--- config.mk ---
export PLATFORM = sky130hd
export DESIGN_NAME = decode
export DESIGN_NICKNAME = d
export VERILOG_FILES = /design/src/rtl/dual_mips_pkg.sv /design/src/rtl/decode.sv
export SDC_FILE = /design/constraint.sdc
export NUM_CORES = 1
export LEC_CHECK = 0
export ABC_CLOCK_PERIOD_IN_PS = 4970
export BUFFER_PORTS_ARGS = -buffer_cell sky130_fd_sc_hd__buf_2
export CORE_MARGIN = 4
export CORE_UTILIZATION = 46
export DETAILED_ROUTE_END_ITERATION = 10
export PLACE_DENSITY = 0.83
export SETUP_SLACK_MARGIN = 0.05
export SLEW_MARGIN = 20
export SYNTH_ARGS = -nofsm -noshare
export SYNTH_HDL_FRONTEND = slang
export SYNTH_SLANG_ARGS = --single-unit
export TNS_END_PERCENT = 10
--- constraint.sdc ---
create_clock -name clk -period 4.97 [get_ports clk]
set_input_delay 0.2485 -clock clk [delete_from_list [all_inputs] [get_ports clk]]
set_output_delay 0.2485 -clock clk [all_outputs]
set_load 0.03 [all_outputs]
--- src/rtl/dual_mips_pkg.sv ---
package dual_mips_pkg;

    localparam int xlen = 32;
    localparam int reg_addr_w = 5;
    localparam logic [xlen-1:0] reset_pc = 32'hbfc0_0000;

    // primary opcodes
    localparam logic [5:0] opc_special = 6'h00;
    localparam logic [5:0] opc_beq = 6'h04;
    localparam logic [5:0] opc_bne = 6'h05;
    localparam logic [5:0] opc_addiu = 6'h09;
    localparam logic [5:0] opc_ori = 6'h0d;
    localparam logic [5:0] opc_lui = 6'h0f;

    // funct codes under special
    localparam logic [5:0] fn_addu = 6'h21;
    localparam logic [5:0] fn_subu = 6'h23;
    localparam logic [5:0] fn_and = 6'h24;
    localparam logic [5:0] fn_or = 6'h25;
    localparam logic [5:0] fn_slt = 6'h2a;

    typedef enum logic [3:0] {
        op_none,
        op_add,
        op_sub,
        op_and,
        op_or,
        op_slt,
        op_lui,
        op_beq,
        op_bne
    } op_e;

    typedef union packed {
        struct packed {
            logic [5:0] opcode;
            logic [reg_addr_w-1:0] rs;
            logic [reg_addr_w-1:0] rt;
            logic [reg_addr_w-1:0] rd;
            logic [4:0] shamt;
            logic [5:0] funct;
        } r;
        struct packed {
            logic [5:0] opcode;
            logic [reg_addr_w-1:0] rs;
            logic [reg_addr_w-1:0] rt;
            logic [15:0] imm;
        } i;
    } instr_u;

endpackage

--- src/rtl/decode.sv ---
module decode import dual_mips_pkg::*; (
    input  logic clk,
    input  logic reset,
    input  logic stall,
    input  logic flush,
    input  logic [1:0] slot_valid,
    input  logic [1:0][xlen-1:0] slot_pc,
    input  instr_u slot_instr [1:0],
    output logic [1:0] d_valid,
    output logic [1:0][xlen-1:0] d_pc,
    output op_e d_op [1:0],
    output logic [1:0][reg_addr_w-1:0] d_rs,
    output logic [1:0][reg_addr_w-1:0] d_rt,
    output logic [1:0][reg_addr_w-1:0] d_rd,
    output logic [1:0][xlen-1:0] d_imm,
    output logic [1:0] d_use_imm,
    output logic [1:0] d_wen
);
    op_e nxt_op [1:0];
    logic [1:0][reg_addr_w-1:0] nxt_dst;
    logic [1:0][xlen-1:0] nxt_imm;
    logic [1:0] nxt_use_imm;
    logic [1:0] nxt_wen;

    always_comb begin
        for (int k = 0; k < 2; k++) begin
            nxt_op[k] = op_none;
            nxt_dst[k] = slot_instr[k].i.rt;
            nxt_imm[k] = {{16{slot_instr[k].i.imm[15]}}, slot_instr[k].i.imm};
            nxt_use_imm[k] = 1'b1;
            case (slot_instr[k].r.opcode)
                opc_special: begin
                    nxt_dst[k] = slot_instr[k].r.rd;
                    nxt_use_imm[k] = 1'b0;
                    if (slot_instr[k].r.shamt == '0) begin
                        case (slot_instr[k].r.funct)
                            fn_addu: nxt_op[k] = op_add;
                            fn_subu: nxt_op[k] = op_sub;
                            fn_and: nxt_op[k] = op_and;
                            fn_or: nxt_op[k] = op_or;
                            fn_slt: nxt_op[k] = op_slt;
                            default: nxt_op[k] = op_none;
                        endcase
                    end
                end
                opc_addiu: nxt_op[k] = op_add;
                opc_ori: begin
                    nxt_op[k] = op_or;
                    nxt_imm[k] = {16'h0, slot_instr[k].i.imm};
                end
                opc_lui: begin
                    nxt_op[k] = op_lui;
                    nxt_imm[k] = {slot_instr[k].i.imm, 16'h0};
                end
                opc_beq, opc_bne: begin
                    nxt_op[k] = (slot_instr[k].i.opcode == opc_beq) ? op_beq : op_bne;
                    nxt_use_imm[k] = 1'b0;
                    // branch offset in bytes
                    nxt_imm[k] = {{14{slot_instr[k].i.imm[15]}}, slot_instr[k].i.imm, 2'b00};
                end
                default: nxt_op[k] = op_none;
            endcase
            // writes to r0 are dropped right here
            nxt_wen[k] = nxt_op[k] != op_none && nxt_op[k] != op_beq &&
                         nxt_op[k] != op_bne && nxt_dst[k] != '0;
        end
    end

    always_ff @(posedge clk) begin
        if (reset || flush) begin
            d_valid <= '0;
        end else if (!stall) begin
            d_valid <= slot_valid;
        end
    end

    always_ff @(posedge clk) begin
        if (!stall) begin
            for (int k = 0; k < 2; k++) begin
                d_pc[k] <= slot_pc[k];
                d_op[k] <= nxt_op[k];
                d_rs[k] <= slot_instr[k].i.rs;
                d_rt[k] <= slot_instr[k].i.rt;
                d_rd[k] <= nxt_dst[k];
                d_imm[k] <= nxt_imm[k];
                d_use_imm[k] <= nxt_use_imm[k];
                d_wen[k] <= nxt_wen[k];
            end
        end
    end

endmodule

==> impl_metrics.yaml <==
power:
  leakage_nw: 4.11
  power_density_nw_per_um2: 387
  vdd_drop_max_uv: 224
  total_power_mw: 3.69
timing:
  fin_crit_sh_pct: 37.8
  fin_skew_ps: 0
  hold_violations: 0
  rsz0062_at_grt: "no"
  tns_ps: 0
  fmaxAchievable_mhz: 533
  layout_min_cycle_time_ps: 1880
  tightest_slew_ps: 982
  setup_violations: 0
  relSlewSlack_pct: 34.6
  slew_violations: 0
synthesis:
  async_reset_ff_share_pct: 0
  seq_area_frac_synth_pct: 78.7
  netlist-cell-type-count: 44
  syn_inst: 402
  post_synth.cell_area_avg_um2: 16.3
  yosysWarnings: 0
  synth_ff_type: "edfxtp_1"
  syn_area_um2: 6540
  synth-seq-cells: 172
  synth_edf_count: 170
  syn_nets: 536
place:
  dp_hpwl_um: 12800
  portBuffers: 305
  place_inst: 871
  place_congestion: 0.905
setup_path:
  crit_type: "primary input to register"
  path_max_fanout: 31
  cp_data_required_time_ps: 5080
  cp_data_arrival_time_ps: 1990
  startpoint_type: "primary input"
  end_kind: "register"
die:
  coreArea_um2: 13900
  die_y_um: 127
  die_width_um: 127
  rows: 43
  die-area_um2: 16200
  start_util_pct: 47.1
  ios: 306
cells_and_area:
  antenna_cells: 0
  nets: 913
  drive_above_1_share_pct: 44.2
  post-route-util_pct: 68.6
  finalNonFillerCells: 971
  area_growth_syn_to_layout_pct: 45.8
global_routing:
  grt_use_met3_pct: 7.19
  grt_pass1_vias: 5234
  grt_first_pass_wirelength_um: 28100
  use_met1_pct: 26.7
  groute.layer.met2.usage_pct: 38.1
  track_usage_pct: 22.6
  grt_overflow_total: 0
  busiest_layer: "met2"
  antenna_found_initial: 1
  grt_max_degree: 129
clock_tree:
  cts_tree: "yes"
  ctsRootBufferMaster: "clkbuf_16"
  cts.path.max_buffers: 2
  cts_max_level: 4
  post_cts_resized: 0
  clock-sinks: 172
  path_clk_slew_ps: 70
  clkLatencyLatePin_ps: 410
  post_cts.repair.setup_buffers: 0
  cts_made_buffers: 17
worst_hold_path:
  hold_class: "primary input to register"
detailed_routing:
  first_pass_iters: 5
  drt.antenna.violating_nets: 0
  vias_per_cell: 5.42
  initialDrtViolationCount: 481
  routedWlPerCell_um: 19.4
  wirelength_um: 18800
  vias: 5258
  drc_errors: 0
run_status:
  outcome: "complete, no violations"
run:
  drv_cap: 0
[routing by layer]
metal	wire, µm	vias to the layer above
met5	7	-
met4	567	2
met3	2210	51
met2	9500	395
met1	6500	2490
li1	-	2320
[cell families (layout without fill, tap and decap cells)]
family,count (synthesis),count (layout),share of synthesized area [%]
compound gates,96,96,10.0
xor+xnor,1,1,0.134
buf+inv,26,415,1.74
flops,172,172,78.7
mux,10,10,1.68
simple gates,97,97,7.70
[metrics by stage]
step	hold slack, ps	cell area [µm²]	setup slack, ps
2_1_floorplan	325	6540	922
3_3_place_gp	425	8230	2800
3_5_place_dp	427	8230	2730
4_1_cts	0.601	9480	3210
5_1_grt	0.0193	9530	2970
6_report	20.0	9530	3090
[area by class of cell]
type | count | area (µm²)
clock inverter | 13 | 166
tap | 180 | 225
clock buffer | 18 | 429
fill | 938 | 4350
timing repair buffer | 377 | 2240
multi-input combinational | 204 | 1290
inverter | 7 | 33.8
sequential | 172 | 5140
[what timing repair did]
item / CTS / global route
hold endpoints to repair: 64 / 4
hold buffers: 65 / 4
endpoints found under the setup margin: 0 / 0
[sequential cells by signal, summed over array words and instances, names as in the netlist]
register   flops
d_valid        2
d_rt          10
d_op           8
d_rd          10
d_imm         64
d_rs          10
d_pc          64
d_wen          2
d_use_imm      2
[Yosys cell counts (2+ instances only)]
cell type,instances,area share [%]
dfxtp_1,2,0.61
and3_1,3,0.29
inv_1,7,0.40
nand4_1,3,0.29
nor4_1,2,0.19
a21o_1,28,3.2
and2_1,4,0.38
o31ai_1,2,0.23
o32ai_1,3,0.40
buf_2,4,0.31
nor3_1,15,1.1
or3b_1,2,0.27
nand2_1,37,2.1
nor2b_1,2,0.19
edfxtp_1,170,78
nor3b_1,6,0.69
mux2i_1,2,0.31
mux2_2,8,1.4
a22oi_1,2,0.23
nor2_1,13,0.75
clkbuf_1,13,0.75
a21oi_1,13,1.0
a31oi_1,5,0.48
o21ai_0,22,1.7
and3b_1,2,0.27
a22o_1,14,1.9
[power breakdown]
part	internal, mW	total (mW)	switching [mW]
logic	0.182	0.576	0.394
registers	1.72	1.76	0.0351
clock network	0.793	1.35	0.558
[worst paths after layout]
check | from | slack (ps) | depth (start not counted) | to
worst min-delay path | slot_pc[53] | 20 | 1 | d_pc[53]
worst max register to register | d_valid[0] | 3820 | 3 | d_valid[0]
worst min register to register | d_valid[1] | 630 | 2 | d_valid[1]
worst max-delay path | slot_instr[31] | 3090 | 4 | d_imm[6]
[cell usage in the layout, fill, tap and decap left out, drive strengths merged, types with 10 or more instances in the layout]
cell type / netlist / final
nor2: 14 / 14
a21oi: 13 / 13
a21o: 28 / 28
inv: 7 / 10
buf: 6 / 308
nor3: 16 / 16
dlygate4sd3: 0 / 69
o21ai: 22 / 22
edfxtp: 170 / 170
nand2: 37 / 37
clkbuf: 13 / 18
a22o: 14 / 14
[worst max-delay path: stages]
cell	delay [ps]
buf_2	120
nor3b_1	450
and3_1	890
o21ai_0	260
Power figures use the tool's default switching activity.
