### src/rtl/dual_mips_pkg.sv
package dual_mips_pkg;

    localparam int xlen = 32;
    localparam int reg_addr_w = 5;
    localparam logic [xlen-1:0] reset_pc = 32'hbfc0_0000;

    // primary opcodes
    localparam logic [5:0] opc_special = 6'h00;
    localparam logic [5:0] opc_beq = 6'h04;
    localparam logic [5:0] opc_bne = 6'h05;
    localparam logic [5:0] opc_addiu = 6'h09;
    localparam logic [5:0] opc_ori = 6'h0d;
    localparam logic [5:0] opc_lui = 6'h0f;

    // funct codes under special
    localparam logic [5:0] fn_addu = 6'h21;
    localparam logic [5:0] fn_subu = 6'h23;
    localparam logic [5:0] fn_and = 6'h24;
    localparam logic [5:0] fn_or = 6'h25;
    localparam logic [5:0] fn_slt = 6'h2a;

    typedef enum logic [3:0] {
        op_none,
        op_add,
        op_sub,
        op_and,
        op_or,
        op_slt,
        op_lui,
        op_beq,
        op_bne
    } op_e;

    typedef union packed {
        struct packed {
            logic [5:0] opcode;
            logic [reg_addr_w-1:0] rs;
            logic [reg_addr_w-1:0] rt;
            logic [reg_addr_w-1:0] rd;
            logic [4:0] shamt;
            logic [5:0] funct;
        } r;
        struct packed {
            logic [5:0] opcode;
            logic [reg_addr_w-1:0] rs;
            logic [reg_addr_w-1:0] rt;
            logic [15:0] imm;
        } i;
    } instr_u;

endpackage

### src/rtl/execute.sv
module execute import dual_mips_pkg::*; (
    input  logic clk,
    input  logic reset,
    input  logic [1:0] i_valid,
    input  logic [1:0][xlen-1:0] i_pc,
    input  op_e i_op [1:0],
    input  logic [1:0][xlen-1:0] i_srca,
    input  logic [1:0][xlen-1:0] i_srcb,
    input  logic [1:0][xlen-1:0] i_imm,
    input  logic [1:0] i_wen,
    input  logic [1:0][reg_addr_w-1:0] i_wnum,
    output logic [1:0] e_wen,
    output logic [1:0][reg_addr_w-1:0] e_wnum,
    output logic [1:0][xlen-1:0] e_result,
    output logic branch_taken,
    output logic [xlen-1:0] branch_target,
    output logic retire0_valid,
    output logic [xlen-1:0] retire0_pc,
    output logic retire0_wen,
    output logic [reg_addr_w-1:0] retire0_wnum,
    output logic [xlen-1:0] retire0_wdata,
    output logic retire1_valid,
    output logic [xlen-1:0] retire1_pc,
    output logic retire1_wen,
    output logic [reg_addr_w-1:0] retire1_wnum,
    output logic [xlen-1:0] retire1_wdata
);
    logic [1:0] take;
    logic [1:0][xlen-1:0] target;
    logic [1:0] ret_valid;
    logic [1:0] ret_wen;
    logic [1:0][xlen-1:0] ret_pc;
    logic [1:0][reg_addr_w-1:0] ret_wnum;
    logic [1:0][xlen-1:0] ret_wdata;

    always_comb begin
        for (int k = 0; k < 2; k++) begin
            case (i_op[k])
                op_add: e_result[k] = i_srca[k] + i_srcb[k];
                op_sub: e_result[k] = i_srca[k] - i_srcb[k];
                op_and: e_result[k] = i_srca[k] & i_srcb[k];
                op_or: e_result[k] = i_srca[k] | i_srcb[k];
                op_slt: e_result[k] = {{(xlen-1){1'b0}},
                                       $signed(i_srca[k]) < $signed(i_srcb[k])};
                op_lui: e_result[k] = i_srcb[k];
                default: e_result[k] = '0;
            endcase
            take[k] = i_valid[k] && (i_op[k] == op_beq || i_op[k] == op_bne) &&
                      ((i_srca[k] == i_srcb[k]) != (i_op[k] == op_bne));
            target[k] = i_pc[k] + 32'd4 + i_imm[k];
        end
    end

    // a younger branch can only be paired behind an alu op
    assign branch_taken = |take;
    assign branch_target = take[1] ? target[1] : target[0];

    assign e_wnum = i_wnum;
    assign e_wen[1] = i_valid[1] && i_wen[1];
    assign e_wen[0] = i_valid[0] && i_wen[0] && !take[1];

    always_ff @(posedge clk) begin
        if (reset) begin
            ret_valid <= '0;
            ret_wen <= '0;
        end else begin
            ret_valid <= {i_valid[1], i_valid[0] && !take[1]};
            ret_wen <= e_wen;
        end
    end

    always_ff @(posedge clk) begin
        ret_pc <= i_pc;
        ret_wnum <= i_wnum;
        ret_wdata <= e_result;
    end

    assign retire0_valid = ret_valid[1];
    assign retire0_pc = ret_pc[1];
    assign retire0_wen = ret_wen[1];
    assign retire0_wnum = ret_wnum[1];
    assign retire0_wdata = ret_wdata[1];
    assign retire1_valid = ret_valid[0];
    assign retire1_pc = ret_pc[0];
    assign retire1_wen = ret_wen[0];
    assign retire1_wnum = ret_wnum[0];
    assign retire1_wdata = ret_wdata[0];

endmodule

### config.mk
export PLATFORM = sky130hd
export DESIGN_NAME = execute
export DESIGN_NICKNAME = d
export VERILOG_FILES = /design/src/rtl/dual_mips_pkg.sv /design/src/rtl/execute.sv
export SDC_FILE = /design/constraint.sdc
export NUM_CORES = 1
export LEC_CHECK = 0
export BUFFER_PORTS_ARGS = -buffer_cell sky130_fd_sc_hd__buf_2
export CELL_PAD_IN_SITES_DETAIL_PLACEMENT = 0
export CELL_PAD_IN_SITES_GLOBAL_PLACEMENT = 2
export CORE_ASPECT_RATIO = 0.6
export CORE_UTILIZATION = 27
export CTS_CLUSTER_DIAMETER = 150
export CTS_CLUSTER_SIZE = 16
export DETAILED_ROUTE_END_ITERATION = 6
export GPL_TIMING_DRIVEN = 1
export PLACE_DENSITY_LB_ADDON = 0.2
export SLEW_MARGIN = 5
export SYNTH_ARGS = -nofsm -noshare
export SYNTH_HDL_FRONTEND = slang
export SYNTH_SLANG_ARGS = --single-unit
### constraint.sdc
create_clock -name clk -period 3.4 [get_ports clk]
set_input_delay 0.51 -clock clk [delete_from_list [all_inputs] [get_ports clk]]
set_output_delay 0.51 -clock clk [all_outputs]
set_load 0.01 [all_outputs]
==> results by group <==
Setup path
  • Crit. End Element: output pin
  • Worst Setup SP: i_srcb[0]
  • End of the critical path: e_result[26]
  • CP arrival: 3.42 ns
  • WP data required: 2.89 ns
  • Max FO, Critical Path: 3
  • WS Path Type: in -> out
  • Critical path launch point type: input port

GRT
  • First-pass GRT wire length: 131 mm
  • Vias in the first global route: 22037
  • Grt ovf: 0
  • Initial antenna violation count: 4
  • GRT Overall Usage: 0.263
  • Pin count of the biggest net entering global routing: 30

Drt
  • Drt pass-1 iters: 5
  • DRC viols: 0
  • Drt total wl: 88.4 mm
  • Routed vias/inst: 5.16
  • Total number of vias: 22277
  • DR WL/cell: 20.5 um
  • Number of routed nets with antenna violations: 0
  • DR iter-0 viols: 1548

Synthesis
  • Largest family of logic cells by synthesized area: compound AO/OA/AOI/OAI gates
  • Post-synthesis sequential area ratio: 0.166
  • Post-Synthesis Cells: 2216
  • FF+latch count, synth: 142
  • Mapped Avg Cell Area: 7.72 um^2
  • Prevailing post-synth register cell: dfxtp_1
  • Mapped Area: 0.0171 mm^2
  • Adder-Cell Fraction of Synth Area: 0.247
  • Post-Synth Simple-Gate Area: 0.148
  • Mux share of post-synthesis cell area: 0.00915
  • Synth Area in Compound Gates: 0.326
  • Async set or reset register ratio after synthesis: 0
  • XOR/XNOR Fraction of Synth Area: 0.0282
  • Synth cell types: 86
  • Number of synthesized flops with an enable pin: 0
  • Syn Nets: 2830
  • Yosys warns: 0

Clock network
  • Max clock buf depth: 2
  • Worst-path clk slew: 0.07 ns
  • Cts hold-fix bufs: 0
  • Clock root cell: clkbuf_16
  • CTS buffer count: 17
  • H-tree Lvls: 4
  • Clock Sink Count: 142
  • TritonCTS clock tree: yes

Die
  • Die outline width: 327 um
  • DIE AREA: 0.0644 mm^2
  • # IOs: 531
  • Effective utilization at floorplan: 0.273
  • Die Ht: 197 um
  • Core area: 0.0626 mm^2
  • Row count: 71

STA
  • Setup repair after global routing missed its margin: yes
  • Final worst-path cycle share: 1.16
  • Hold_ws: 0.112 ns
  • Max Fclk: 0.254 GHz
  • Worst setup margin: -0.531 ns
  • Max-slew headroom: 0.511
  • Final Max Slew Viols: 0
  • Final setup viols: 65
  • Post-layout min period: 3.93 ns
  • Final hold violation count: 0
  • Slew @ Worst Pin: 0.733 ns

Finish
  • # nets final: 4076
  • Most frequent cells in the layout: buf_4 (720), buf_2 (462), ha_1 (222), nor2_1 (171), inv_1 (148)
  • Share of cells above drive strength 1: 0.562
  • Finished Cell Area: 0.0319 mm^2
  • Utilization after layout: 0.510
  • Commonest non-fill, non-tap cell in the layout: buf_4
  • Area growth syn-to-layout: 86.7%

Power and ir drop
  • Pwr dens: 305 mW/mm^2
  • Total power: 0.00975 W
  • Lkg Pwr: 15.3 nW
  • Worst vdd ir: 0.308 mV

Placed design
  • Post-DP Area: 0.0257 mm^2
  • Detail Placement HPWL: 70.1 mm
  • Post-place setup slack: -0.961 ns
  • Port buffer count: 530
  • Final GP Congestion: 0.956

Run status
  • Status: finished, violations left
  • Failing checks: negative setup slack

Min path
  • Min-delay worst type: in -> reg

Job
  • Max Cap Viol: 0
[critical path, stage by stage]
cell and delay, ns:
buf_8 0.09, ha_4 0.14, fa_2 0.25, a21oi_4 0.07, or4_4 0.44, a211oi_4 0.41, nor4b_4 0.14, o41a_1 0.39
or3_4 0.39, a21oi_1 0.15, a211o_1 0.11, o21a_1 0.19, buf_6 0.13
[cell usage after synthesis, types with 27 or more instances]
cell / number / area (um^2)
inv_1: 211 / 792
o31ai_1: 30 / 225
o21bai_1: 42 / 315
a21o_1: 56 / 420
a211oi_1: 34 / 255
nand3_1: 27 / 135
clkbuf_1: 82 / 308
xnor2_1: 33 / 289
ha_1: 328 / 4100
nor3_1: 32 / 160
nor2_1: 205 / 769
a221oi_1: 87 / 762
nor2b_1: 30 / 188
o22ai_1: 28 / 175
o21ai_0: 137 / 686
nand2_1: 99 / 372
dfxtp_1: 142 / 2840
a21oi_1: 200 / 1000
[metrics by stage]
stage	setup TNS [ns]	cells
4_1_cts	-11.69	4277
3_5_place_dp	-45.55	4160
3_3_place_gp	-42.45	4160
2_1_floorplan	-0.0997	2216
6_report	-14.03	4317
5_1_grt	-20.35	4317
[power breakdown]
group	switching [W]	internal (W)
combinational	0.00302	0.00283
clock	0.000940	0.00110
sequential	0.0000373	0.00182
[flip-flops by register name, summed over array words and instances (netlist names)]
| register | cells |
|---|---|
| ret_valid | 2 |
| ret_wen | 2 |
| retire1_wdata | 32 |
| retire1_wnum | 5 |
| retire1_pc | 32 |
| retire0_pc | 32 |
| retire0_wdata | 32 |
| retire0_wnum | 5 |
[worst min-delay path by stage]
stage | start | to | slack, ns | cells after the start
after floorplan | i_pc[32] | retire0_pc[0] | 0.54 | 0
after global routing | i_pc[33] | retire0_pc[1] | 0.08 | 1
final | i_pc[33] | retire0_pc[1] | 0.11 | 1
after detailed placement | i_wnum[4] | retire1_wnum[4] | 0.63 | 1
after CTS | i_pc[33] | retire0_pc[1] | 0.08 | 1
after global placement | i_wnum[4] | retire1_wnum[4] | 0.62 | 1
[timing repair]
action,4_1_cts,5_1_grt
resized for setup,674,284
cloned,6,1
setup buffers,98,52
setup endpoints to repair,85,82
pin swaps,237,196
[layer usage]
metal / vias to the layer above / global-route usage / wire [um]
met2: 747 / 0.412 / 39300
met3: 62 / 0.0420 / 4990
met5: - / 0 / 0
met1: 10823 / 0.382 / 43100
met4: 0 / 0.0403 / 934
li1: 10645 / - / -
[kinds of logic (layout without fill, tap and decap cells)]
family          Yosys count  in the layout
compound gates          816            816
xor+xnor                 55             55
fa+ha+maj               334            334
buf+inv                 326           1585
flops                   142            142
mux                      15             15
other cells               0              3
simple gates            528            528
[area by class of cell]
class	instances	area, um^2
fillers	5947	30700
inverters	213	852
repair buffers	1340	9740
diodes	3	7.51
well taps	839	1050
multi-input cells	1748	16800
clock buffers	17	425
flip-flops and latches	142	2840
clock inverters	15	173
(Power assumes the default switching activity.)
