==> config.mk <==
export PLATFORM = sky130hd
export DESIGN_NAME = fetch
export DESIGN_NICKNAME = d
export VERILOG_FILES = /design/src/rtl/dual_mips_pkg.sv /design/src/rtl/fetch.sv
export SDC_FILE = /design/constraint.sdc
export NUM_CORES = 1
export LEC_CHECK = 0
export BUFFER_PORTS_ARGS = -buffer_cell sky130_fd_sc_hd__buf_2
export CAP_MARGIN = 20
export CORE_ASPECT_RATIO = 0.8
export CORE_MARGIN = 5
export CORE_UTILIZATION = 50
export CTS_CLUSTER_DIAMETER = 60
export DETAILED_ROUTE_END_ITERATION = 6
export PLACE_DENSITY = 0.86
export SLEW_MARGIN = 20
export SYNTH_ARGS = -nofsm -noshare
export SYNTH_HDL_FRONTEND = slang
export SYNTH_SLANG_ARGS = --single-unit
==> constraint.sdc <==
create_clock -name clk -period 9.94 [get_ports clk]
set_input_delay 0 -clock clk [delete_from_list [all_inputs] [get_ports clk]]
set_output_delay 0 -clock clk [all_outputs]
set_load 0.01 [all_outputs]
==> src/rtl/dual_mips_pkg.sv <==
package dual_mips_pkg;

    localparam int xlen = 32;
    localparam int reg_addr_w = 5;
    localparam logic [xlen-1:0] reset_pc = 32'hbfc0_0000;

    // primary opcodes
    localparam logic [5:0] opc_special = 6'h00;
    localparam logic [5:0] opc_beq = 6'h04;
    localparam logic [5:0] opc_bne = 6'h05;
    localparam logic [5:0] opc_addiu = 6'h09;
    localparam logic [5:0] opc_ori = 6'h0d;
    localparam logic [5:0] opc_lui = 6'h0f;

    // funct codes under special
    localparam logic [5:0] fn_addu = 6'h21;
    localparam logic [5:0] fn_subu = 6'h23;
    localparam logic [5:0] fn_and = 6'h24;
    localparam logic [5:0] fn_or = 6'h25;
    localparam logic [5:0] fn_slt = 6'h2a;

    typedef enum logic [3:0] {
        op_none,
        op_add,
        op_sub,
        op_and,
        op_or,
        op_slt,
        op_lui,
        op_beq,
        op_bne
    } op_e;

    typedef union packed {
        struct packed {
            logic [5:0] opcode;
            logic [reg_addr_w-1:0] rs;
            logic [reg_addr_w-1:0] rt;
            logic [reg_addr_w-1:0] rd;
            logic [4:0] shamt;
            logic [5:0] funct;
        } r;
        struct packed {
            logic [5:0] opcode;
            logic [reg_addr_w-1:0] rs;
            logic [reg_addr_w-1:0] rt;
            logic [15:0] imm;
        } i;
    } instr_u;

endpackage

==> src/rtl/fetch.sv <==
module fetch import dual_mips_pkg::*; (
    input  logic clk,
    input  logic reset,
    input  logic stall_f,
    input  logic stall_f2,
    input  logic flush_f2,
    input  logic branch_taken,
    input  logic [xlen-1:0] branch_target,
    output logic ireq_valid,
    output logic [xlen-1:0] ireq_addr,
    input  logic [63:0] iresp_data,
    output logic [1:0] slot_valid,
    output logic [1:0][xlen-1:0] slot_pc,
    output instr_u slot_instr [1:0]
);
    logic [xlen-1:0] pc;
    logic [xlen-1:0] pc_succ;
    logic [xlen-1:0] saved_target;
    logic [xlen-1:0] f2_pc;
    logic target_saved;
    logic f2_valid;
    logic pair_held;
    logic [63:0] held_pair;
    logic [63:0] pair;

    // no request while the pc is about to be redirected
    assign ireq_valid = !branch_taken && !target_saved;
    assign ireq_addr = pc;
    assign pc_succ = pc[2] ? pc + 32'd4 : pc + 32'd8;

    always_ff @(posedge clk) begin
        if (reset) begin
            pc <= reset_pc;
        end else if (!stall_f) begin
            if (branch_taken) begin
                pc <= branch_target;
            end else if (target_saved) begin
                pc <= saved_target;
            end else begin
                pc <= pc_succ;
            end
        end
    end

    // redirect that arrives during a stall waits here
    always_ff @(posedge clk) begin
        if (reset) begin
            target_saved <= 1'b0;
        end else if (stall_f && branch_taken) begin
            target_saved <= 1'b1;
        end else if (!stall_f) begin
            target_saved <= 1'b0;
        end
    end

    always_ff @(posedge clk) begin
        if (stall_f && branch_taken) begin
            saved_target <= branch_target;
        end
    end

    // f2 only advances on an accepted request
    always_ff @(posedge clk) begin
        if (reset || flush_f2) begin
            f2_valid <= 1'b0;
        end else if (!stall_f2) begin
            f2_valid <= ireq_valid;
        end
    end

    always_ff @(posedge clk) begin
        if (!stall_f2) begin
            f2_pc <= pc;
        end
    end

    // bus data lasts one cycle, so keep it across the stall
    always_ff @(posedge clk) begin
        if (reset || flush_f2 || !stall_f2) begin
            pair_held <= 1'b0;
        end else if (f2_valid) begin
            pair_held <= 1'b1;
        end
    end

    always_ff @(posedge clk) begin
        if (stall_f2 && !pair_held) begin
            held_pair <= iresp_data;
        end
    end

    assign pair = pair_held ? held_pair : iresp_data;

    // slot 1 is the older word
    assign slot_valid[1] = f2_valid && !stall_f2;
    assign slot_valid[0] = f2_valid && !stall_f2 && !f2_pc[2];
    assign slot_pc[1] = f2_pc;
    assign slot_pc[0] = f2_pc + 32'd4;
    assign slot_instr[1] = f2_pc[2] ? pair[63:32] : pair[31:0];
    assign slot_instr[0] = pair[63:32];

endmodule

==> impl_metrics.toml, run 1 <==
[routing]
wl_met3_um = 1910
vias = 6935
routed.top_layer = "met4"
viasPerCell = 5.67
route.met2.wl_um = 11400
antenna_left = 0
drc = 0
wl_met1_um = 9860
routed_wl_um = 24000
dr.pass1.iters = 5
post_drt_wl_per_cell_um = 19.6
drtIter0Drc = 673

[placed_design]
place_ws_ns = 7.60
gp_congestion = 0.893
place.port_buffers = 264
dp_hpwl_um = 15900

[sta]
hold_violations = 0
slew_headroom = 0.381
period_minus_slack_ns = 2.85
rsz0062_at_grt = "false"
layout_setup_ws_ns = 7.09
fmax_ghz = 0.351
tns_ns = 0
worst_pin_slew_ns = 0.928
maxSlewViolCount = 0
final.period_utilization = 0.286
fin_skew_ns = 0.00788
setup_viol = 0

[synthesis]
yosysTopAreaCell = "edfxtp_1"
synth_mux_area_frac = 0.0924
ys_seq_elements = 163
synth_fp_nets = 756
yosysWarnings = 0
yosysTopAreaCellShare = 0.500
synth_top_family_by_area = "compound AO/OA/AOI/OAI gates"
ys_types = 59
async_reset_ff_frac = 0
syn-cell-area_mm2 = 0.00769
syn_area_per_cell_um2 = 11.8
synth-main-ff-cell = "edfxtp_1"
yosys.area_share.simple = 0.117
ys_seq_area_frac = 0.591
yosys.area_share.adder = 0.00325
synthXorXnorAreaFrac = 0.0330
yosys-top-cells-area = "edfxtp_1 (50%), dfxtp_1 (9.1%), mux2_2 (4.7%)"
synth_compound_area_frac = 0.131
synth_edf_count = 128
postSynthCellCount = 652

[setup_path]
critPathKind = "reg2out"
slowest_delay_ns = 0.49
timing.rr.end = "ireq_addr[18]"
critPathArrivalTime_ns = 2.85
endpoint_kind = "output pin"
r2r_start = "target_saved"
critPathMostFrequentCell = "nand3_1"
required_ns = 9.94
reg2reg_setup_slack_ns = 7.61
start_kind = "register"
slowest_stage = "buf_4"
startpoint = "f2_pc[2]"
critPathMaxFanout = 69
ff2ff_path_depth = 6
path_cells = "buf_4 > ha_1 > nand3_1 > nor2_1 > nand3_1 > nor3_1 > xor2_1 > buf_2"

[worst_hold_path]
hold_end = "ireq_addr[8]"
min_from = "reset"
hp-class = "in2reg"
holdPathStages = 2

[clocking]
numCtsBuffers = 17
cts.htree.levels = 4
clockRootBuffer = "clkbuf_16"
clock_sinks = 163
cts_max_path_buffers = 2
tritoncts = "done"
postCtsSetupRepairBufs = 0
clk_pin_slew_worst_paths_ns = 0.06
insertion_delay_ns = 0.43

[power_and_ir_drop]
p_leak_uw = 0.00420
cellPowerDensity_mw_per_mm2 = 164
vdd_drop_max_mv = 0.118

[finish]
syn2layout_area_growth_pct = 40.2
final_nets = 1103
final_cell_mix = "buf_2 (264), edfxtp_1 (128), dlygate4sd3_1 (99)"
final.fill_count = 985
multiInputGateArea_mm2 = 0.00291
drive_gt1_frac = 0.342
final_common_cell = "buf_2"
regArea_mm2 = 0.00455

[job]
drv_cap = 0

[floorplan]
die_x_um = 149
start_util = 0.510
ios = 265
rows = 40
die_h_um = 121
core_area_mm2 = 0.0151
dieArea_mm2 = 0.0180

[status]
status = "finished, final reports clean"

[global_routing]
grt_max_degree = 70
grt_pass1_wl_um = 36600
grt_remaining_overflow = 0
grt_usage = 0.263
first_global_vias = 6647
antenna_found_initial = 1
[timing repair]
item,4_1_cts,5_1_grt
hold buffers,99,0
resized for setup,0,0
endpoints found under the hold margin,112,0
[state kept, by name, summed over array words and instances (netlist names)]
register      cells
pair_held         1
f2_pc            32
held_pair        64
target_saved      1
saved_target     32
ireq_addr        32
f2_valid          1
[routing by layer]
metal  vias up  track usage
met3        56       0.0485
met1      3302        0.351
met4         0        0.117
li1       3190            -
met5         -            0
met2       387        0.421
[cell usage after synthesis (3+ instances only)]
| cell | n |
|---|---|
| nand2b_1 | 6 |
| o31ai_1 | 6 |
| nor3_1 | 11 |
| dfxtp_1 | 35 |
| edfxtp_1 | 128 |
| a21oi_1 | 32 |
| buf_1 | 5 |
| nand3_1 | 20 |
| clkbuf_1 | 27 |
| nand4_1 | 16 |
| or2_2 | 3 |
| a31oi_1 | 7 |
| nor2_1 | 34 |
| o21a_1 | 4 |
| or3_1 | 3 |
| o41ai_1 | 5 |
| o22a_1 | 4 |
| mux2_2 | 32 |
| inv_1 | 15 |
| buf_2 | 4 |
| mux2i_1 | 35 |
| a221o_1 | 4 |
| and4_1 | 7 |
| a221oi_1 | 10 |
| o21ai_0 | 52 |
| a22oi_1 | 9 |
| xor2_1 | 12 |
| nor4_1 | 3 |
| nand2_1 | 62 |
| xnor2_1 | 17 |
[cell type report]
cell class | instances | area share
diodes | 1 | 0.000232
clock buffers | 20 | 0.0414
clock inverters | 12 | 0.0188
flip-flops and latches | 163 | 0.422
multi-input cells | 433 | 0.270
well taps | 210 | 0.0244
inverters | 15 | 0.00522
repair buffers | 369 | 0.219
[critical path, delay by kind of cell (launching register included)]
family	cells	cell delay, ns
DFF	1	0.32
and+or+nand+nor	4	0.90
xor gates and xnor gates	1	0.20
adders and majority gates	1	0.29
buffers and inverters	2	0.65
[worst max path at each step]
stage | slack (ns) | cells past startpoint | endpoint
4_1_cts | 7.12 | 8 | slot_pc[24]
6_report | 7.09 | 8 | slot_pc[24]
5_1_grt | 6.85 | 8 | slot_pc[24]
2_1_floorplan | 5.72 | 4 | held_pair[0]
3_5_place_dp | 7.60 | 8 | slot_pc[30]
3_3_place_gp | 7.63 | 8 | slot_pc[30]
[power by group]
part           total [uW]  switching (uW)  internal, uW
clock                 720             267           453
sequential            816            34.4           782
combinational         231             125           105
total                1770             426          1340
[logic make-up after synthesis]
family          count (synthesis)
xor+xnor                       29
mux                            67
buf+inv                        56
compound gates                155
simple gates                  180
flops                         163
fa+ha+maj                       2
[metrics by stage]
| stage | instance area [um^2] | hold WS, ns | util | total power (uW) | std cells |
|---|---|---|---|---|---|
| 6_report | 10800 | 0.0737 | 0.716 | 1770 | 1223 |
| 5_1_grt | 10800 | 0.0634 | 0.716 | 1820 | 1223 |
| 4_1_cts | 10800 | 0.0387 | 0.716 | 1760 | 1222 |
| 3_5_place_dp | 9140 | 0.192 | 0.607 | 1020 | 1091 |
| 3_3_place_gp | 9140 | 0.190 | 0.607 | 1020 | 1091 |
| 2_1_floorplan | 7690 | 0.0510 | - | 924 | 652 |
(Power assumes the default switching activity.)
==> run 2, diff against run 1 <==
Clock period 9.94 ns to 2.75 ns, I/O delays scaled along.
==> run 2 against run 1 <==
  * Hold slack got worse by 0.017 ns
  * Clock-buffer cell count fell by 1
  * Critical path depth fell by 3
  * First-iteration DRC count fell by 18%
  * Via count rose by 0.19%
  * Die area did not move
  * Critical path type unchanged
  * Critical endpoint is now slot_instr[34]
==> impl_metrics.toml, run 2 (same netlist as run 1, synthesis figures left out) <==
[status]
status = "finished, final reports clean"

[routing]
drc = 0
dr.pass1.iters = 5
antenna_left = 0
routed_wl_um = 24300
post_drt_wl_per_cell_um = 19.8
viasPerCell = 5.65
vias = 6948
drtIter0Drc = 549

[clocking]
insertion_delay_ns = 0.42
clk_pin_slew_worst_paths_ns = 0.06
clock_sinks = 163
tritoncts = "done"
postCtsSetupRepairBufs = 0
hold_buffers = 99
cts.htree.levels = 4
clockRootBuffer = "clkbuf_16"
numCtsBuffers = 17
cts_resized = 0
cts_max_path_buffers = 2

[floorplan]
die_h_um = 121
dieArea_mm2 = 0.0180
start_util = 0.510
ios = 265
rows = 40
die_x_um = 149
core_area_mm2 = 0.0151

[global_routing]
gr-usage-met3 = 0.0571
grtUsageMet1 = 0.343
grt_pass1_wl_um = 37100
grt_usage = 0.265
grt_remaining_overflow = 0
met2_usage = 0.433
first_global_vias = 6686
antenna_found_initial = 2
top_usage_layer = "met2"
grt_max_degree = 68

[setup_path]
critPathKind = "reg2out"
start_kind = "register"
endpoint_kind = "output pin"
startpoint = "pair_held"
r2r_start = "ireq_addr[11]"
required_ns = 2.75
critPathMaxFanout = 26
critPathArrivalTime_ns = 2.39

[finish]
stdcell_count = 1229
largest_reg_flops = 64
drive_gt1_frac = 0.345
regMostFlops = "held_pair"
syn2layout_area_growth_pct = 40.6
finish.instance_area_mm2 = 0.0108
final_cell_mix = "buf_2 (264), edfxtp_1 (128), dlygate4sd3_1 (99)"
final_nets = 1109
final_common_cell = "buf_2"

[power_and_ir_drop]
p_leak_uw = 0.00421
vdd_drop_max_mv = 0.491
cellPowerDensity_mw_per_mm2 = 579

[sta]
fin_skew_ns = 0.0106
maxSlewViolCount = 0
worst_pin_slew_ns = 0.836
tns_ns = 0
hold_slack_ns = 0.0565
period_minus_slack_ns = 2.39
setup_viol = 0
final.period_utilization = 0.868
fmax_ghz = 0.419
hold_violations = 0
slew_headroom = 0.443
rsz0062_at_grt = "false"
layout_setup_ws_ns = 0.364

[placed_design]
place.port_buffers = 264
dp_hpwl_um = 16200
place_ws_ns = 0.634
dp_cells = 1097
gp_congestion = 0.876
placed_cell_area_mm2 = 0.00920

[worst_hold_path]
min_from = "reset"
hp-class = "in2reg"

[job]
drv_cap = 0
[run 2: per-layer routing]
metal  part of all wire  wire [um]
met5            0.00037          9
met4              0.035        860
met3              0.081       1970
met2               0.48      11700
met1               0.40       9760
[run 2: final cells by class]
type / count / area (um^2)
multi-input cells: 433 / 2910
diodes: 1 / 2.50
repair buffers: 375 / 2410
inverters: 15 / 56.3
clock buffers: 19 / 433
well taps: 210 / 263
flip-flops and latches: 163 / 4550
fillers: 1022 / 4260
clock inverters: 13 / 185
[run 2: power by group]
group / internal, uW / total (uW) / switching [uW]
combinational: 385 / 846 / 462
clock: 1520 / 2470 / 946
sequential: 2830 / 2950 / 120
total: 4730 / 6260 / 1530
[run 2: per-stage QoR]
step	power, uW	util
2_1_floorplan	3340	-
5_1_grt	6480	0.718
3_3_place_gp	3680	0.611
4_1_cts	6260	0.717
3_5_place_dp	3700	0.611
6_report	6260	0.718
[run 2: worst paths after layout]
path	endpoint	slack (ns)	cells after the start
setup / recovery	slot_instr[34]	0.36	5
hold / removal	ireq_addr[7]	0.06	3
setup reg to reg	ireq_addr[21]	0.55	5
hold reg to reg	f2_pc[0]	0.48	0
[run 2: critical path, stage by stage, from the launching register on]
cell and delay (ns):
dfxtp_2 0.82, buf_4 0.37, mux2_2 0.37, nand2_1 0.09
o21ai_0 0.12, buf_2 0.19
