[src/rtl/dual_mips_pkg.sv]
package dual_mips_pkg;

    localparam int xlen = 32;
    localparam int reg_addr_w = 5;
    localparam logic [xlen-1:0] reset_pc = 32'hbfc0_0000;

    // primary opcodes
    localparam logic [5:0] opc_special = 6'h00;
    localparam logic [5:0] opc_beq = 6'h04;
    localparam logic [5:0] opc_bne = 6'h05;
    localparam logic [5:0] opc_addiu = 6'h09;
    localparam logic [5:0] opc_ori = 6'h0d;
    localparam logic [5:0] opc_lui = 6'h0f;

    // funct codes under special
    localparam logic [5:0] fn_addu = 6'h21;
    localparam logic [5:0] fn_subu = 6'h23;
    localparam logic [5:0] fn_and = 6'h24;
    localparam logic [5:0] fn_or = 6'h25;
    localparam logic [5:0] fn_slt = 6'h2a;

    typedef enum logic [3:0] {
        op_none,
        op_add,
        op_sub,
        op_and,
        op_or,
        op_slt,
        op_lui,
        op_beq,
        op_bne
    } op_e;

    typedef union packed {
        struct packed {
            logic [5:0] opcode;
            logic [reg_addr_w-1:0] rs;
            logic [reg_addr_w-1:0] rt;
            logic [reg_addr_w-1:0] rd;
            logic [4:0] shamt;
            logic [5:0] funct;
        } r;
        struct packed {
            logic [5:0] opcode;
            logic [reg_addr_w-1:0] rs;
            logic [reg_addr_w-1:0] rt;
            logic [15:0] imm;
        } i;
    } instr_u;

endpackage

[src/rtl/issue.sv]
module issue import dual_mips_pkg::*; (
    input  logic clk,
    input  logic reset,
    input  logic flush,
    input  logic [1:0] d_valid,
    input  logic [1:0][xlen-1:0] d_pc,
    input  op_e d_op [1:0],
    input  logic [1:0][reg_addr_w-1:0] d_rs,
    input  logic [1:0][reg_addr_w-1:0] d_rt,
    input  logic [1:0][reg_addr_w-1:0] d_rd,
    input  logic [1:0][xlen-1:0] d_imm,
    input  logic [1:0] d_use_imm,
    input  logic [1:0] d_wen,
    input  logic [1:0] e_wen,
    input  logic [1:0][reg_addr_w-1:0] e_wnum,
    input  logic [1:0][xlen-1:0] e_result,
    input  logic [1:0] r_wen,
    input  logic [1:0][reg_addr_w-1:0] r_wnum,
    input  logic [1:0][xlen-1:0] r_wdata,
    output logic [3:0][reg_addr_w-1:0] rf_ra,
    input  logic [3:0][xlen-1:0] rf_rd,
    output logic issue_hold,
    output logic [1:0] i_valid,
    output logic [1:0][xlen-1:0] i_pc,
    output op_e i_op [1:0],
    output logic [1:0][xlen-1:0] i_srca,
    output logic [1:0][xlen-1:0] i_srcb,
    output logic [1:0][xlen-1:0] i_imm,
    output logic [1:0] i_wen,
    output logic [1:0][reg_addr_w-1:0] i_wnum
);
    logic lo_valid;
    logic [xlen-1:0] lo_pc;
    op_e lo_op;
    logic [reg_addr_w-1:0] lo_rs;
    logic [reg_addr_w-1:0] lo_rt;
    logic [reg_addr_w-1:0] lo_wnum;
    logic [xlen-1:0] lo_imm;
    logic lo_use_imm;
    logic lo_wen;
    logic dep;
    logic split;
    logic [1:0] s_valid;
    logic [1:0][xlen-1:0] s_pc;
    op_e s_op [1:0];
    logic [1:0][reg_addr_w-1:0] s_rs;
    logic [1:0][reg_addr_w-1:0] s_rt;
    logic [1:0][reg_addr_w-1:0] s_wnum;
    logic [1:0][xlen-1:0] s_imm;
    logic [1:0] s_use_imm;
    logic [1:0] s_wen;
    logic [1:0][xlen-1:0] opa;
    logic [1:0][xlen-1:0] opb;

    // younger slot reading the older destination
    assign dep = d_wen[1] && (d_rs[0] == d_rd[1] || (!d_use_imm[0] && d_rt[0] == d_rd[1]));
    assign split = d_valid[1] && d_valid[0] &&
                   (dep || d_op[1] == op_beq || d_op[1] == op_bne);
    assign issue_hold = lo_valid;

    always_comb begin
        s_valid = {d_valid[1], d_valid[0] && !split};
        s_pc = d_pc;
        s_op = d_op;
        s_rs = d_rs;
        s_rt = d_rt;
        s_wnum = d_rd;
        s_imm = d_imm;
        s_use_imm = d_use_imm;
        s_wen = d_wen;
        if (lo_valid) begin
            // leftover goes out alone in the older slot
            s_valid = 2'b10;
            s_pc[1] = lo_pc;
            s_op[1] = lo_op;
            s_rs[1] = lo_rs;
            s_rt[1] = lo_rt;
            s_wnum[1] = lo_wnum;
            s_imm[1] = lo_imm;
            s_use_imm[1] = lo_use_imm;
            s_wen[1] = lo_wen;
        end
    end

    assign rf_ra = {s_rs[1], s_rt[1], s_rs[0], s_rt[0]};

    // later checks win, so younger e has the last word
    function automatic logic [xlen-1:0] fwd(input logic [reg_addr_w-1:0] n,
                                            input logic [xlen-1:0] rf_val);
        logic [xlen-1:0] v;
        v = rf_val;
        if (r_wen[1] && r_wnum[1] == n) v = r_wdata[1];
        if (r_wen[0] && r_wnum[0] == n) v = r_wdata[0];
        if (e_wen[1] && e_wnum[1] == n) v = e_result[1];
        if (e_wen[0] && e_wnum[0] == n) v = e_result[0];
        return v;
    endfunction

    always_comb begin
        for (int k = 0; k < 2; k++) begin
            opa[k] = fwd(s_rs[k], rf_rd[2*k+1]);
            opb[k] = s_use_imm[k] ? s_imm[k] : fwd(s_rt[k], rf_rd[2*k]);
        end
    end

    always_ff @(posedge clk) begin
        if (reset || flush) begin
            lo_valid <= 1'b0;
        end else begin
            lo_valid <= !lo_valid && split;
        end
    end

    always_ff @(posedge clk) begin
        if (!lo_valid) begin
            lo_pc <= d_pc[0];
            lo_op <= d_op[0];
            lo_rs <= d_rs[0];
            lo_rt <= d_rt[0];
            lo_wnum <= d_rd[0];
            lo_imm <= d_imm[0];
            lo_use_imm <= d_use_imm[0];
            lo_wen <= d_wen[0];
        end
    end

    always_ff @(posedge clk) begin
        if (reset || flush) begin
            i_valid <= '0;
        end else begin
            i_valid <= s_valid;
        end
    end

    always_ff @(posedge clk) begin
        i_pc <= s_pc;
        i_op <= s_op;
        i_srca <= opa;
        i_srcb <= opb;
        i_imm <= s_imm;
        i_wen <= s_wen;
        i_wnum <= s_wnum;
    end

endmodule

[config.mk]
export PLATFORM = sky130hd
export DESIGN_NAME = issue
export DESIGN_NICKNAME = d
export VERILOG_FILES = /design/src/rtl/dual_mips_pkg.sv /design/src/rtl/issue.sv
export SDC_FILE = /design/constraint.sdc
export NUM_CORES = 1
export LEC_CHECK = 0
export BUFFER_PORTS_ARGS = -buffer_cell sky130_fd_sc_hd__buf_2
export CAP_MARGIN = 20
export CORE_AREA = 2 2 293 295
export CTS_BUF_LIST = sky130_fd_sc_hd__clkbuf_16
export DETAILED_ROUTE_END_ITERATION = 10
export DIE_AREA = 0 0 295 297
export PLACE_DENSITY = 0.37
export SLEW_MARGIN = 20
export SYNTH_ARGS = -nofsm -noshare
export SYNTH_HDL_FRONTEND = slang
export SYNTH_SLANG_ARGS = --single-unit
[constraint.sdc]
create_clock -name clk -period 4.2 [get_ports clk]
set_clock_uncertainty 0.15 [all_clocks]
set_input_delay 0 -clock clk [delete_from_list [all_inputs] [get_ports clk]]
set_output_delay 0 -clock clk [all_outputs]
set_load 0.03 [all_outputs]
==> results of run 1 <==
sequential cells by signal, indices dropped and copies added (netlist names):
register / flops
i_imm: 64
i_op: 8
i_pc: 64
i_srca: 64
i_srcb: 64
i_valid: 2
i_wen: 2
i_wnum: 10
issue_hold: 1
lo_imm: 32
lo_op: 4
lo_pc: 32
lo_rs: 5
lo_rt: 5
lo_use_imm: 1
lo_wen: 1
lo_wnum: 5
report_power, final:
part	switching (mW)	leakage [nW]	total (mW)	internal, mW
Sequential	0.0722	3.25	3.91	3.83
Clock	1.75	0.790	4.11	2.36
Combinational	1.34	8.33	2.35	1.01
Total	3.16	12.4	10.4	7.21
cells by family after synthesis:
logic type             count (synthesis)
AO/OA/AOI/OAI                        470
flip-flops                           364
AND/OR/NAND/NOR                      226
buffers and inverters                194
multiplexers                         183
XOR/XNOR                              90
what timing repair did:
item	4_1_cts	5_1_grt
hold buffers	564	0
setup endpoints to repair	0	24
gates resized for setup	0	3
endpoints found under the hold margin	363	0
area by class of cell:
cell class / count / area share (%)
repair buffers: 1349 / 33.9
flip-flops and latches: 364 / 28.5
well taps: 1144 / 5.01
clock inverters: 38 / 1.07
clock buffers: 49 / 4.29
multi-input cells: 970 / 26.5
inverters: 45 / 0.600
diodes: 10 / 0.0876
per-stage QoR:
step | total power, mW | utilization [%]
after global placement | 5.81 | 25.2
after global routing | 10.7 | 33.8
after CTS | 10.5 | 33.7
after detailed placement | 5.81 | 25.2
after floorplan | 4.93 | -
final | 10.4 | 33.8
cells in the final DEF (no fill, tap or decap), types with 4 or more instances in the layout:
cell type	count
nand3_1	44
clkbuf_16	49
a211oi_1	32
o211ai_2	8
o2bb2ai_1	19
nand2_1	19
bufinv_16	4
a21oi_1	53
mux2i_4	7
inv_1	56
o221a_1	15
o221ai_1	45
nand4_1	7
nor4_1	9
buf_2	753
a221o_1	32
o211ai_1	56
nor2_1	82
o221a_2	4
xor2_1	60
o211a_1	45
nand3_4	4
mux2_2	107
mux2i_1	65
diode_2	10
dlygate4sd3_1	564
o21ai_0	94
edfxtp_1	85
nand2b_1	32
a31oi_1	29
o22ai_1	30
buf_4	29
clkinv_1	13
xnor2_1	29
dfxtp_1	278
clkinv_2	5
mux2i_2	4
layer usage:
| metal | vias to the layer above | global-route usage [%] | part of all wire, % |
|---|---|---|---|
| met4 | 14 | 9.20 | 3.9 |
| met2 | 918 | 39.0 | 49 |
| met5 | - | 0 | 0.093 |
| met3 | 190 | 5.75 | 7.9 |
| met1 | 8957 | 25.5 | 39 |
| li1 | 8248 | - | - |
worst reg2reg max path, cell delays in order (launching register included):
cell and delay [ps]:
dfxtp_4 590, mux2i_2 540, xnor2_1 210, nor4_2 90
nand3_4 70, buf_4 750, o211a_1 350, dlygate4sd3_1 550
o22ai_1 80, dlygate4sd3_1 550
worst min path at each step:
stage / start / end / slack, ps / depth (start not counted)
final: d_use_imm[0] / i_srcb[31] / 3 / 4
after global routing: d_op[0] / lo_op[0] / 20 / 2
after CTS: d_pc[41] / i_pc[41] / 1 / 3
after detailed placement: d_pc[3] / i_pc[3] / -30 / 1
after global placement: d_pc[18] / i_pc[18] / -40 / 1
after floorplan: d_imm[0] / i_imm[0] / -120 / 0
==> flow_metrics.tcl, run 1 <==
set metrics [dict create \
    outcome "finished, final reports clean" \
    post_cts.repair.setup_buffers 0 \
    synth.lib_cells_used.distinct 52 \
    globalRouteTotalUtil_pct 22.3 \
    clock_tree_from_tritoncts "built" \
    total_via_count_after_detailed_routing 18300 \
    fin_crit_ps 4070 \
    post-route-drc-count 0 \
    critPathArrivalTime_ps 4390 \
    post_synth_main_area_contributors "dfxtp_1, edfxtp_1, mux2_2" \
    detailedPlace.worstSlack_ps 941 \
    worst_slew_margin_rel_pct 30.1 \
    synth_top_cells_by_count "dfxtp_1, mux2_2, o21ai_0, clkbuf_1, edfxtp_1" \
    synth_top_family_by_area "compound AO/OA/AOI/OAI gates" \
    r2r_setup_slk_ps 130 \
    critPathSlowestCell "buf_4" \
    fin_ws_ps 127 \
    number_of_endpoints_with_negative_hold_slack_in_the_final_report 0 \
    die_y_um 297 \
    total_power_per_unit_cell_area_nw_per_um2 363 \
    cell_type_with_the_largest_total_area_after_synthesis "dfxtp_1" \
    synth_ff_type "dfxtp_1" \
    synth_sequential_area_ratio_pct 49.5 \
    yosys.area.top_type_share_pct 34.0 \
    grt_start_max_net_pins 67 \
    synth_simple_gate_area_share_pct 6.74 \
    max_slew.worst_pin.slew_ps 1050 \
    setup-tns-final_ps 0 \
    synthesis.nets 1982 \
    finalCritPeriodShare_pct 97.0 \
    synth_cells 1527 \
    critical-path-top-delay-family "buffers and inverters" \
    floorplan.die_area_um2 87600 \
    die_width_um 295 \
    floorplan.core_area_um2 84500 \
    fmax_ghz 0.246 \
    synth_enable_flop_cells 85 \
    global_route_wire_length_before_repair_mm 141 \
    worstSetupStartpointType "flip-flop" \
    io_pins 754 \
    numClockSinks 364 \
    instances_no_fill 3969 \
    worstReg2RegEnd "i_srca[47]" \
    worstPathMaxFanout 64 \
    critical_path.n_buffers_inverters 3 \
    placement_rows 107 \
    post_synth_instance_area_um2 16400 \
    critPathMaxStageDelay_ps 750 \
    grt_remaining_overflow 0 \
    crit_path_end "i_srca[47]" \
    drt_iter0_markers 1030 \
    worst_hold_slack_ps 2.89 \
    synth_most_common_cell "dfxtp_1" \
    drv_slew 0 \
    rsz0062_at_grt "true" \
    remaining_number_of_nets_flagged_by_the_antenna_check_after_routing 0 \
    register_cell_area_after_layout_um2 8140 \
    route.detailed.wl_per_inst_um 25.8 \
    first_pass_iters 7 \
    cts_inserted_buffers 47 \
    fill_cell_instance_count_of_the_final_layout 8698 \
    htree_levels 2 \
    hold_path.class "in2reg" \
    setup.worst_path.start "issue_hold" \
    place.gp.congestion 0.850 \
    vias_per_cell 4.62 \
    synthToLayoutAreaGrowth_pct 73.8 \
    worst_ep_required_time_ps 4510 \
    worst_r2r_startpoint "issue_hold" \
    criticalPathCategory "reg2reg" \
    clk_pin_slew_worst_paths_ps 60 \
    fin_area_um2 28600 \
    layout.nets 3232 \
    numPortBuffers 753 \
    finalSetupViolCount 0 \
    yosys-mux-area-fraction_pct 12.5 \
    synth.ff_latch_count 364 \
    cts-root-buf "clkbuf_16" \
    final_layout_size_suffix_gt1_share_pct 35.8 \
    synth.avg_cell_area_um2 10.8 \
    insertion_delay_ps 620 \
    synth_fa_ha_area_share_pct 0 \
    synthXorXnorAreaFrac_pct 4.80 \
    async_reset_ff_share_pct 0 \
    total_leakage_power_nw 12.4 \
    cts_buffer_depth 3 \
    worstRegToRegCells 9 \
    vdd_drop_max_mv 0.342 \
    synth-compound-area-share_pct 21.1 \
    dp.cells 3306 \
    dpl_cell_area_um2 21300 \
    worst-path-stages 9 \
    multi_input_area_um2 7580 \
    antenna_found_initial 20 \
    cp-end-kind "flip-flop" \
    dp_hpwl_mm 69.6 \
    cap_violations 0 \
    ys_warn_count 0 \
    start_util_pct 19.5 \
    critical_path_cell_by_cell "mux2i_2 > xnor2_1 > nor4_2 > nand3_4 > buf_4 > o211a_1 > dlygate4sd3_1 > o22ai_1 > dlygate4sd3_1" \
    routed_wl_mm 103 \
    crit_top_cell "dlygate4sd3_1" \
    grt_pass1_vias 19800 \
]
Power figures use the tool's default switching activity.
==> inputs of run 2 (changes only) <==
- BUFFER_PORTS_ARGS: -buffer_cell sky130_fd_sc_hd__buf_2 -> unset
- CTS_CLUSTER_DIAMETER: unset -> 50
- DONT_BUFFER_PORTS: unset -> 1
- PLACE_DENSITY: 0.37 -> 0.3
==> flow_metrics.tcl, run 2 <==
set metrics [dict create \
    last-stage-reached "4_1_cts" \
    yosys.area.top_type_share_pct 34.0 \
    numPortBuffers 0 \
    die_y_um 297 \
    cts_hold_buffers 536 \
    dp_hpwl_mm 66.8 \
    synth.avg_cell_area_um2 10.8 \
    synth.ff_latch_count 364 \
    htree_levels 3 \
    synth_most_common_cell "dfxtp_1" \
    cell_type_with_the_largest_total_area_after_synthesis "dfxtp_1" \
    synth.lib_cells_used.distinct 52 \
    synth_top_cells_by_count "dfxtp_1, mux2_2, o21ai_0, clkbuf_1, edfxtp_1" \
    synth_ff_type "dfxtp_1" \
    die_width_um 295 \
    async_reset_ff_share_pct 0 \
    postCtsResizedCells 0 \
    ys_warn_count 0 \
    run.stop_error "[ERROR RSZ-0060] Max buffer count reached." \
    cts_inserted_buffers 66 \
    io_pins 754 \
    synth_cells 1527 \
    post_cts.repair.setup_buffers 0 \
    placement_rows 107 \
    numClockSinks 364 \
    outcome "stopped before the end" \
    post_synth_instance_area_um2 16400 \
    synthesis.nets 1982 \
    synth_enable_flop_cells 85 \
    place.gp.congestion 0.778 \
    synth_sequential_area_ratio_pct 49.5 \
    post_synth_main_area_contributors "dfxtp_1, edfxtp_1, mux2_2" \
    start_util_pct 19.5 \
    cts_buffer_depth 3 \
    cts-root-buf "clkbuf_16" \
]
==> run 2: cell counts after synthesis <==
No cell type changed its count.
==> run 2: logic make-up after synthesis <==
logic type,after synthesis,share of synthesized area [%]
compound gates,470,21.1
xor+xnor,90,4.80
buf+inv,194,5.41
flops,364,49.5
mux,183,12.5
simple gates,226,6.74
==> run 2: through the flow <==
step / instance area (um2) / utilization, % / hold WS (ps) / worst slack [ps] / cells
global placement: 17600 / 20.8 / -150 / 597 / 2554
floorplan: 16400 / - / -122 / 641 / 1527
detailed placement: 17600 / 20.8 / -150 / 540 / 2554
==> inputs of run 3 (changes only) <==
- CORE_AREA: 2 2 293 295 -> 2 2 291 293
- CTS_BUF_LIST: sky130_fd_sc_hd__clkbuf_16 -> unset
- CTS_CLUSTER_DIAMETER: 50 -> unset
- DIE_AREA: 0 0 295 297 -> 0 0 293 295
- PLACE_DENSITY: 0.3 -> unset
- PLACE_DENSITY_LB_ADDON: unset -> 0.15
==> flow_metrics.tcl, run 3 <==
set metrics [dict create \
    synth.lib_cells_used.distinct 52 \
    place.gp.congestion 0.797 \
    numPortBuffers 0 \
    cts_inserted_buffers 47 \
    synth_top_cells_by_count "dfxtp_1, mux2_2, o21ai_0, clkbuf_1, edfxtp_1" \
    synth_cells 1527 \
    run.stop_error "[ERROR RSZ-0060] Max buffer count reached." \
    dp_hpwl_mm 65.7 \
    synthesis.nets 1982 \
    io_pins 754 \
    cell_type_with_the_largest_total_area_after_synthesis "dfxtp_1" \
    post_synth_main_area_contributors "dfxtp_1, edfxtp_1, mux2_2" \
    synth_most_common_cell "dfxtp_1" \
    numClockSinks 364 \
    post_cts.repair.setup_buffers 0 \
    cts_hold_buffers 519 \
    placement_rows 106 \
    dp.cells 2491 \
    last-stage-reached "4_1_cts" \
    die_width_um 293 \
    cts_buffer_depth 3 \
    synth.ff_latch_count 364 \
    die_y_um 295 \
    outcome "stopped before the end" \
    synth.avg_cell_area_um2 10.8 \
    yosys.area.top_type_share_pct 34.0 \
    post_synth_instance_area_um2 16400 \
    ys_warn_count 0 \
    synth_sequential_area_ratio_pct 49.5 \
    start_util_pct 19.8 \
    async_reset_ff_share_pct 0 \
    synth_ff_type "dfxtp_1" \
    htree_levels 2 \
    synth_enable_flop_cells 85 \
    cts-root-buf "clkbuf_16" \
    detailedPlace.worstSlack_ps 694 \
    postCtsResizedCells 0 \
]
[run 3: logic make-up after synthesis]
group / after synthesis / share of synthesized area, %
AOI/OAI and AO/OA: 470 / 21.1
DFF: 364 / 49.5
and+or+nand+nor: 226 / 6.74
buffers and inverters: 194 / 5.41
muxes: 183 / 12.5
xor gates and xnor gates: 90 / 4.80
[run 3: metrics by stage]
step	util [%]	cell area [um2]
after floorplan	-	16400
after detailed placement	21.0	17500
after global placement	21.0	17500
